===== config.mk =====
export PLATFORM = sky130hd
export DESIGN_NAME = stomp_top
export DESIGN_NICKNAME = d
export VERILOG_FILES = /design/src/rtl/rob_pkg.sv /design/src/rtl/pipe_pkg.sv /design/src/rtl/stomp_top.sv /design/src/rtl/rob_stomp.sv /design/src/rtl/rob_store.sv /design/src/rtl/front_stomp.sv /design/src/rtl/branch_recovery_seq.sv
export VERILOG_INCLUDE_DIRS = /design/src /design/src/rtl
export SDC_FILE = /design/constraint.sdc
export NUM_CORES = 1
export LEC_CHECK = 0
export BUFFER_PORTS_ARGS = -buffer_cell sky130_fd_sc_hd__buf_2
export CAP_MARGIN = 20
export CORE_ASPECT_RATIO = 1.1
export CORE_MARGIN = 3
export CORE_UTILIZATION = 59
export CTS_BUF_LIST = sky130_fd_sc_hd__clkbuf_4
export DETAILED_ROUTE_END_ITERATION = 7
export GPL_TIMING_DRIVEN = 0
export PLACE_DENSITY = 0.86
export SLEW_MARGIN = 15
export SYNTH_ARGS = -nofsm -noshare
export SYNTH_HDL_FRONTEND = slang
export SYNTH_SLANG_ARGS = --single-unit

===== constraint.sdc =====
create_clock -name clk -period 3.65 [get_ports clk]
set_clock_uncertainty 0.05 [all_clocks]
set_input_delay 0.365 -clock clk [delete_from_list [all_inputs] [get_ports clk]]
set_output_delay 0.365 -clock clk [all_outputs]
set_load 0.01 [all_outputs]

===== src/rtl/stomp_settings.svh =====
// Stomp subsystem settings

`ifndef STOMP_SETTINGS_SVH
`define STOMP_SETTINGS_SVH

// number of reorder buffer entries, a power of two
`define ROB_ENTRIES 8

// width of the serial number stamped on each dispatched entry
`define SN_BITS 8

// program counter the front end starts fetching from after reset
`define RESET_PC 32'h0000_0100

// set to 1 when the register mappings of a mispredicted group can be backed out
`define SUPPORT_BACKOUT 1

`endif

===== src/rtl/rob_pkg.sv =====
// Reorder buffer types

`include "stomp_settings.svh"

package rob_pkg;

	// index of one reorder buffer entry
	typedef logic [$clog2(`ROB_ENTRIES)-1:0] rob_ndx_t;

	// ========================================================================
	// entry record
	// ========================================================================

	// sn orders the entries by age, a larger number is a younger entry
	// grp names the fetch group the instruction arrived in
	// bno_t is the branch number the entry was fetched under
	// br and cjb flag a conditional branch and a call or jump
	typedef struct packed {
		logic               valid;
		logic [`SN_BITS-1:0] sn;
		logic [3:0]         grp;
		logic [4:0]         bno_t;
		logic               br;
		logic               cjb;
	} rob_entry_t;

	// ========================================================================
	// dispatch write
	// ========================================================================

	// the store stamps its own serial number, so entry.sn is not looked at
	typedef struct packed {
		logic       wr;
		rob_ndx_t   ndx;
		rob_entry_t entry;
	} rob_write_t;

endpackage


===== src/rtl/pipe_pkg.sv =====
// Front end pipeline types

package pipe_pkg;

	// ========================================================================
	// extended program counter
	// ========================================================================

	// the address travels with the branch numbers for both outcomes, so
	// that a stage can tell which branch path its fetch group belongs to
	typedef struct packed {
		logic [4:0]  bno_t;
		logic [4:0]  bno_f;
		logic [31:0] pc;
	} pc_address_ex_t;

	// ========================================================================
	// branch recovery sequencer state
	// ========================================================================

	// the states follow each other in this order, and the front end relies
	// on CHKPT_RESTORE through DONE2 being a contiguous range
	typedef enum logic [2:0] {
		BS_IDLE,
		BS_CHKPT_RESTORE,
		BS_STATE1,
		BS_DONE1,
		BS_DONE2
	} branch_state_t;

endpackage


===== src/rtl/stomp_top.sv =====
// Stomp control top level

`include "stomp_settings.svh"

module stomp_top (
	input  logic                     clk,
	input  logic                     rst,
	input  logic                     advance_pipeline,
	input  logic                     advance_seg2,
	input  pipe_pkg::pc_address_ex_t pc,
	input  pipe_pkg::pc_address_ex_t pc_f,
	input  pipe_pkg::pc_address_ex_t pc_fet,
	input  pipe_pkg::pc_address_ex_t pc_mux,
	input  pipe_pkg::pc_address_ex_t pc_dec,
	input  logic                     branchmiss,
	input  pipe_pkg::pc_address_ex_t misspc,
	input  rob_pkg::rob_ndx_t        missid,
	input  logic                     found_destination,
	input  rob_pkg::rob_ndx_t        destination_rndx,
	input  logic                     do_bsr,
	input  logic                     fcu_idv,
	input  rob_pkg::rob_ndx_t        fcu_id,
	input  logic                     takb,
	input  logic [4:0]               stomp_bno,
	input  rob_pkg::rob_write_t      dispatch,
	output logic                     stomp_fet,
	output logic                     stomp_mux,
	output logic                     stomp_dec,
	output logic                     stomp_ren,
	output logic                     stomp_que,
	output logic                     stomp_quem,
	output logic [`ROB_ENTRIES-1:0]  robentry_stomp,
	output pipe_pkg::branch_state_t  branch_state
);

	// whole entry array, read by the stomp rules
	rob_pkg::rob_entry_t [`ROB_ENTRIES-1:0] rob;

	// ========================================================================
	// recovery sequencer and front end
	// ========================================================================

	branch_recovery_seq u_seq (
		.clk               (clk),
		.rst               (rst),
		.branchmiss        (branchmiss),
		.found_destination (found_destination),
		.branch_state      (branch_state)
	);

	front_stomp u_front (
		.clk               (clk),
		.rst               (rst),
		.advance_pipeline  (advance_pipeline),
		.advance_seg2      (advance_seg2),
		.do_bsr            (do_bsr),
		.branchmiss        (branchmiss),
		.found_destination (found_destination),
		.branch_state      (branch_state),
		.misspc            (misspc),
		.pc                (pc),
		.pc_f              (pc_f),
		.pc_fet            (pc_fet),
		.pc_mux            (pc_mux),
		.pc_dec            (pc_dec),
		.stomp_fet         (stomp_fet),
		.stomp_mux         (stomp_mux),
		.stomp_dec         (stomp_dec),
		.stomp_ren         (stomp_ren),
		.stomp_que         (stomp_que),
		.stomp_quem        (stomp_quem)
	);

	// ========================================================================
	// reorder buffer
	// ========================================================================

	rob_store u_store (
		.clk      (clk),
		.rst      (rst),
		.dispatch (dispatch),
		.rob      (rob)
	);

	rob_stomp u_rstomp (
		.clk               (clk),
		.rst               (rst),
		.rob               (rob),
		.branchmiss        (branchmiss),
		.found_destination (found_destination),
		.fcu_idv           (fcu_idv),
		.takb              (takb),
		.destination_rndx  (destination_rndx),
		.missid            (missid),
		.fcu_id            (fcu_id),
		.stomp_bno         (stomp_bno),
		.branch_state      (branch_state),
		.robentry_stomp    (robentry_stomp)
	);

endmodule


===== src/rtl/rob_stomp.sv =====
// ROB stomp bitmap

`include "stomp_settings.svh"

module rob_stomp (
	input  logic                                   clk,
	input  logic                                   rst,
	input  rob_pkg::rob_entry_t [`ROB_ENTRIES-1:0] rob,
	input  logic                                   branchmiss,
	input  logic                                   found_destination,
	input  logic                                   fcu_idv,
	input  logic                                   takb,
	input  rob_pkg::rob_ndx_t                      destination_rndx,
	input  rob_pkg::rob_ndx_t                      missid,
	input  rob_pkg::rob_ndx_t                      fcu_id,
	input  logic [4:0]                             stomp_bno,
	input  pipe_pkg::branch_state_t                branch_state,
	output logic [`ROB_ENTRIES-1:0]                robentry_stomp
);

	localparam bit BACKOUT = (`SUPPORT_BACKOUT != 0);

	logic [`ROB_ENTRIES-1:0] stomp_next;
	logic recovering;
	logic exempt_grp;

	// a miss is pending or the sequencer has not yet reached DONE2
	always_comb begin
		recovering = branchmiss ||
			(branch_state != pipe_pkg::BS_IDLE && branch_state < pipe_pkg::BS_DONE2);
	end

	// with backout the younger members of a branch group become copy targets,
	// so they must survive whether the branch was taken or not
	always_comb begin
		if (BACKOUT)
			exempt_grp = fcu_idv && (rob[fcu_id].br || rob[fcu_id].cjb);
		else
			exempt_grp = fcu_idv && rob[fcu_id].br && !takb;
	end

	// ========================================================================
	// per entry rules
	// ========================================================================

	always_comb begin
		for (int n = 0; n < `ROB_ENTRIES; n++) begin
			stomp_next[n] = 1'b0;
			if (found_destination) begin
				// the work between the branch and its target is wrong path
				if (rob[n].sn > rob[missid].sn && rob[n].sn < rob[destination_rndx].sn)
					stomp_next[n] = 1'b1;
			end else if (recovering && fcu_idv && rob[n].sn > rob[missid].sn &&
				rob[n].bno_t != stomp_bno) begin
				stomp_next[n] = 1'b1;
			end
			if (exempt_grp && rob[n].grp == rob[fcu_id].grp && rob[n].sn > rob[fcu_id].sn)
				stomp_next[n] = 1'b0;
			// an empty slot is never reported
			if (!rob[n].valid)
				stomp_next[n] = 1'b0;
		end
	end

	// the bitmap fans out widely, so it leaves the block from a register
	always_ff @(posedge clk) begin
		if (rst)
			robentry_stomp <= '0;
		else
			robentry_stomp <= stomp_next;
	end

endmodule


===== src/rtl/rob_store.sv =====
// Reorder buffer entry store

`include "stomp_settings.svh"

module rob_store (
	input  logic                                      clk,
	input  logic                                      rst,
	input  rob_pkg::rob_write_t                       dispatch,
	output rob_pkg::rob_entry_t [`ROB_ENTRIES-1:0]    rob
);

	logic [`SN_BITS-1:0] sn_ctr;
	rob_pkg::rob_entry_t wr_entry;

	// ========================================================================
	// serial number assignment
	// ========================================================================

	// every dispatch gets the next number, so a plain compare of two sn
	// fields tells which entry was dispatched first
	always_comb begin
		wr_entry = dispatch.entry;
		wr_entry.sn = sn_ctr;
	end

	always_ff @(posedge clk) begin
		if (rst)
			sn_ctr <= '0;
		else if (dispatch.wr)
			sn_ctr <= sn_ctr + 1'b1;
	end

	// ========================================================================
	// entry array
	// ========================================================================

	// only the valid bits are cleared, the payload of an invalid entry is
	// never looked at
	always_ff @(posedge clk) begin
		if (rst) begin
			for (int i = 0; i < `ROB_ENTRIES; i++)
				rob[i].valid <= 1'b0;
		end else if (dispatch.wr) begin
			rob[dispatch.ndx] <= wr_entry;
		end
	end

endmodule


===== src/rtl/front_stomp.sv =====
// Front end flush waterfall

`include "stomp_settings.svh"

module front_stomp (
	input  logic                      clk,
	input  logic                      rst,
	input  logic                      advance_pipeline,
	input  logic                      advance_seg2,
	input  logic                      do_bsr,
	input  logic                      branchmiss,
	input  logic                      found_destination,
	input  pipe_pkg::branch_state_t   branch_state,
	input  pipe_pkg::pc_address_ex_t  misspc,
	input  pipe_pkg::pc_address_ex_t  pc,
	input  pipe_pkg::pc_address_ex_t  pc_f,
	input  pipe_pkg::pc_address_ex_t  pc_fet,
	input  pipe_pkg::pc_address_ex_t  pc_mux,
	input  pipe_pkg::pc_address_ex_t  pc_dec,
	output logic                      stomp_fet,
	output logic                      stomp_mux,
	output logic                      stomp_dec,
	output logic                      stomp_ren,
	output logic                      stomp_que,
	output logic                      stomp_quem
);

	logic stomp_pipeline;
	logic stomp_pipeline_r;
	logic pe_stomp;
	logic step1;
	logic step2;
	logic bsr_stomp;
	logic stomp_aln;
	pipe_pkg::pc_address_ex_t misspcr [5];

	// registered stage flags, the outputs add the edge pulse on top
	logic aln_r;
	logic fet_r;
	logic mux_r;
	logic dec_r;
	logic ren_r;
	logic que_r;
	logic que2_r;
	logic quem_r;

	// do_bsr travels beside the fetch group it belongs to
	logic bsr_mux;
	logic bsr_dec;
	logic bsr_ren;
	logic bsr_que;

	// a stage is set by the edge pulse, released when the target address has
	// reached the stage before it, and otherwise takes over its predecessor
	function automatic logic next_flag(input logic pulse, input logic hit, input logic prev);
		next_flag = pulse ? 1'b1 : (hit ? 1'b0 : prev);
	endfunction

	// ========================================================================
	// stomp condition and its rising edge
	// ========================================================================

	// the front end is flushed while a miss is unresolved or while the
	// recovery sequencer is walking its states
	always_comb begin
		stomp_pipeline = (branchmiss && !found_destination) ||
			(branch_state >= pipe_pkg::BS_CHKPT_RESTORE &&
			 branch_state <= pipe_pkg::BS_DONE2);
	end

	// the edge is only taken on a cycle where the pipeline moves
	always_ff @(posedge clk) begin
		if (rst)
			stomp_pipeline_r <= 1'b0;
		else if (advance_pipeline)
			stomp_pipeline_r <= stomp_pipeline;
	end

	assign pe_stomp = advance_pipeline && stomp_pipeline && !stomp_pipeline_r;
	assign step1 = advance_pipeline || pe_stomp;
	assign step2 = advance_seg2 || pe_stomp;

	// a subroutine call with no known destination throws away the next group
	assign bsr_stomp = do_bsr && !found_destination;

	// ========================================================================
	// miss PC delay pipeline
	// ========================================================================

	// depth k holds the target that should show up k stages down the front
	// end, the reset value lets the flags drop as fetch starts at RESET_PC
	always_ff @(posedge clk) begin
		if (rst) begin
			for (int i = 0; i < 5; i++) begin
				misspcr[i].bno_t <= 5'd1;
				misspcr[i].bno_f <= 5'd0;
				misspcr[i].pc <= `RESET_PC;
			end
		end else begin
			if (pe_stomp)
				misspcr[0] <= misspc;
			if (step1) begin
				for (int i = 1; i < 5; i++)
					misspcr[i] <= misspcr[i-1];
			end
		end
	end

	// ========================================================================
	// stage waterfall
	// ========================================================================

	always_ff @(posedge clk) begin
		if (rst) begin
			aln_r <= 1'b1;
			fet_r <= 1'b1;
			mux_r <= 1'b1;
			dec_r <= 1'b1;
			bsr_mux <= 1'b0;
			bsr_dec <= 1'b0;
		end else if (step1) begin
			// the align stage has no predecessor and holds until the target is fetched
			aln_r <= next_flag(pe_stomp, pc.pc == misspcr[0].pc, aln_r);
			fet_r <= next_flag(pe_stomp, pc_f.pc == misspcr[1].pc, stomp_aln);
			mux_r <= next_flag(pe_stomp, pc_fet.pc == misspcr[2].pc, stomp_fet || bsr_stomp);
			dec_r <= next_flag(pe_stomp, pc_mux.pc == misspcr[3].pc, stomp_mux);
			bsr_mux <= bsr_stomp;
			bsr_dec <= bsr_mux;
		end
	end

	// rename and the queue belong to the second pipeline segment
	always_ff @(posedge clk) begin
		if (rst) begin
			ren_r <= 1'b1;
			que_r <= 1'b1;
			que2_r <= 1'b1;
			quem_r <= 1'b1;
			bsr_ren <= 1'b0;
			bsr_que <= 1'b0;
		end else if (step2) begin
			ren_r <= next_flag(pe_stomp, pc_dec.pc == misspcr[4].pc, stomp_dec);
			// renamed work is queued anyway and turned into copy targets
			que_r <= stomp_ren;
			que2_r <= que_r;
			quem_r <= stomp_ren || stomp_pipeline;
			bsr_ren <= bsr_dec;
			bsr_que <= bsr_ren;
		end
	end

	// the pulse stomps every stage in the cycle it occurs
	assign stomp_aln = pe_stomp || aln_r;
	assign stomp_fet = pe_stomp || fet_r;
	assign stomp_mux = pe_stomp || mux_r;
	assign stomp_dec = pe_stomp || dec_r;
	assign stomp_ren = pe_stomp || ren_r;
	assign stomp_quem = pe_stomp || quem_r;

	// behind a call the queue also stomps the group that follows
	assign stomp_que = pe_stomp || que_r || (bsr_que && que2_r);

endmodule


===== src/rtl/branch_recovery_seq.sv =====
// Branch recovery sequencer

module branch_recovery_seq (
	input  logic                    clk,
	input  logic                    rst,
	input  logic                    branchmiss,
	input  logic                    found_destination,
	output pipe_pkg::branch_state_t branch_state
);

	pipe_pkg::branch_state_t state_next;

	// ========================================================================
	// fixed walk through the recovery states
	// ========================================================================

	// a miss whose target is already in the ROB needs no recovery, the
	// entries in between are simply stomped
	always_comb begin
		state_next = branch_state;
		case (branch_state)
			pipe_pkg::BS_IDLE: begin
				if (branchmiss && !found_destination)
					state_next = pipe_pkg::BS_CHKPT_RESTORE;
			end
			// the checkpoint of the register map is restored here
			pipe_pkg::BS_CHKPT_RESTORE: state_next = pipe_pkg::BS_STATE1;
			pipe_pkg::BS_STATE1:        state_next = pipe_pkg::BS_DONE1;
			pipe_pkg::BS_DONE1:         state_next = pipe_pkg::BS_DONE2;
			// last state, the front end is released after it
			pipe_pkg::BS_DONE2:         state_next = pipe_pkg::BS_IDLE;
			default:                    state_next = pipe_pkg::BS_IDLE;
		endcase
	end

	// one state per clock, back in idle five cycles after the miss
	always_ff @(posedge clk) begin
		if (rst)
			branch_state <= pipe_pkg::BS_IDLE;
		else
			branch_state <= state_next;
	end

endmodule


==> impl_metrics.ini <==
[worst_hold_path]
min_to = u_front.bsr_mux
min_from = do_bsr
hold_depth = 4
hold_path_class = in -> reg

[clocking]
cts_inserted_buffers = 84
cts.sinks = 352
clk_pin_slew_ns = 0.07
clk_latency_ns = 0.75
h-tree-depth = 3
cts_root_buffer = clkbuf_4
cts_tree = done
cts_max_path_buffers = 3
post_cts_buffers = 0

[pwr]
power_density_mw_per_mm2 = 383
p_leak_nw = 10.2
peakVddDrop_mv = 0.348
power_w = 0.00920

[placement]
globalplace.congestion = 0.976
port_buffers = 231
post-dp-hpwl_um = 43600
placed_area_sq_mm = 0.0223

[sta]
rsz0062_at_grt = no
slew_viol_final = 0
max_slew_margin_pct = 27.9
final.period_utilization_pct = 98.6
fmax_mhz = 278
fin_crit_ns = 3.60
finalHoldViolCount = 0
worstMarginPinSlew_ns = 1.05
setup_viol = 0

[final_layout]
syn2layout_area_growth_pct = 17.9
design_area_sq_mm = 0.0240
seq_area_sq_mm = 0.0102
layout_common_cells = 312 x edfxtp_1, 241 x buf_2, 186 x xor2_1, 185 x ha_1, 128 x clkbuf_4
multi_input_area_sq_mm = 0.00998
nFillCells = 2157
drive_above_1_share_pct = 23.6
fin_nets = 2469
final_common_cell = edfxtp_1

[drt]
drt_iter0_markers = 1683
dr.pass1.iters = 5
vias = 15746
antenna_left = 0
drt_wl_total_um = 60900
wire_per_inst_um = 24.5
drc = 0
routed_via_density = 6.33

[logic_synthesis]
synth_edf_count = 312
synth_seq_cells = 352
syn_area_sq_mm = 0.0204
yosysWarnings = 0
syn_avg_cell_area_sq_um = 12.8
synth-async-reset-ratio_pct = 0
mappedNetlistNets = 2078
synth_ff_type = edfxtp_1
ys_seq_area_share_pct = 49.9
syn_inst = 1594
ys_types = 52

[floorplanning]
pin_count = 316
chipWidth_um = 183
die_area_sq_mm = 0.0368
coreArea_sq_mm = 0.0336
rows = 70
die_h_um = 201
initial_core_util_pct = 60.6

[critical_path]
crit_chain = mux4_2 > mux2i_2 > ha_1 > o21ai_0 > nand2b_1 > a21oi_1 > a211o_1 > o211ai_1 > a211oi_1 > o21a_1
end_kind = flip-flop
r2r_end = u_rstomp.robentry_stomp[5]
crit_fanout = 8
start_kind = flip-flop
cp.required_ns = 4.26
crit_family = compound AO/OA/AOI/OAI gates
r2r_slack_ns = 0.05
slowest_delay_ns = 0.57
crit_arrival_ns = 4.21
cp_slowest_cell = edfxtp_1
r2r_cells = 10
reg2reg_from = u_store.rob[52]
crit_type = reg -> reg
path_buf_inv = 0

[global_route]
antenna_found_initial = 7
first_global_vias = 15999
grt_max_degree = 64
grt_pass1_wl_um = 90100
grt-ovfl-total = 0
track_usage_pct = 32.1

[flow_run]
maxCapViolations = 0

[run_status]
status = completed
==> how the worst max path moves through the flow <==
| stage | start | endpoint | cells after the start |
|---|---|---|---|
| floorplan | missid[0] | u_rstomp.robentry_stomp[7] | 12 |
| global placement | destination_rndx[1] | u_rstomp.robentry_stomp[7] | 10 |
| detailed placement | destination_rndx[1] | u_rstomp.robentry_stomp[7] | 10 |
| CTS | u_store.rob[132] | u_rstomp.robentry_stomp[7] | 10 |
| global route | u_store.rob[135] | u_rstomp.robentry_stomp[3] | 8 |
| finish | u_store.rob[52] | u_rstomp.robentry_stomp[5] | 10 |
==> synth_stat cells, drive strengths merged, types with 16 or more instances <==
cell | n | area (sq um)
edfxtp | 312 | 9370
xor2 | 186 | 1630
ha | 185 | 2310
and2 | 125 | 782
a21oi | 64 | 320
nand4 | 63 | 394
o21ai | 62 | 314
nor2 | 56 | 213
mux4 | 54 | 1220
xnor2 | 52 | 455
mux2i | 41 | 435
clkbuf | 40 | 150
dfxtp | 40 | 801
nor4 | 36 | 225
a21o | 32 | 240
and3 | 32 | 200
nand2b | 28 | 175
nand2 | 27 | 101
nor3 | 21 | 105
inv | 17 | 63.8
buf | 16 | 87.6
==> per-stage QoR <==
| step | instances | util (%) | hold slack, ns | worst slack [ns] | setup TNS, ns |
|---|---|---|---|---|---|
| finish | 2487 | 71.4 | 0.131 | 0.0515 | 0 |
| global route | 2487 | 71.4 | 0.159 | 0.00481 | 0 |
| CTS | 2476 | 71.1 | 0.0627 | 0.0228 | 0 |
| detailed placement | 2272 | 66.3 | 0.419 | -0.809 | -4.76 |
| global placement | 2257 | 65.6 | 0.406 | -0.670 | -38.12 |
| floorplan | 1594 | - | 0.375 | 0.315 | 0 |
==> cell type report <==
cell class	count	area share, %
antenna	5	0.0521
buffer	56	0.989
clock buffer	127	3.97
clock inverter	24	0.542
inverter	17	0.266
multi-input combinational	1169	41.6
sequential	352	42.3
tap	432	2.25
timing repair buffer	305	8.05
==> worst register-to-register path, cell delays in order (launching register included) <==
cell and delay [ns]:
edfxtp_1 0.57, mux4_2 0.54, mux2i_2 0.49, ha_1 0.35, o21ai_0 0.19, nand2b_1 0.09, a21oi_1 0.19, a211o_1 0.13
o211ai_1 0.15, a211oi_1 0.57, o21a_1 0.21
==> routing by layer <==
metal	track usage (%)	vias to the layer above	part of all wire (%)
met1	39.5	7550	35
met4	16.2	4	5.5
li1	-	6911	-
met2	53.0	1037	49
met3	7.67	244	10
met5	0	-	0.041
==> flip-flops by register name (all words and copies together) (netlist names), 3 cells and up <==
signal and count:
u_rstomp.robentry_stomp 8, u_store.rob 160, u_front.misspcr 160, u_seq.branch_state 3, u_store.sn_ctr 8
==> power breakdown <==
group | switching [W] | internal (W) | total, W
registers | 0.000135 | 0.00454 | 0.00468
clock network | 0.00160 | 0.00167 | 0.00327
logic | 0.000703 | 0.000547 | 0.00125
==> cell families after synthesis <==
kind of cell    share of synthesized area [%]
flops                                    49.9
simple gates                             12.0
mux                                      8.31
buf+inv                                  1.48
compound gates                           6.73
fa+ha+maj                                11.4
xor+xnor                                 10.2
==> timing repair <==
item / CTS / global route
endpoints found under the setup margin: 3 / 6
hold buffers: 53 / 0
hold endpoints to repair: 132 / 0
gates resized for setup: 2 / 11
Power figures use the tool's default switching activity.
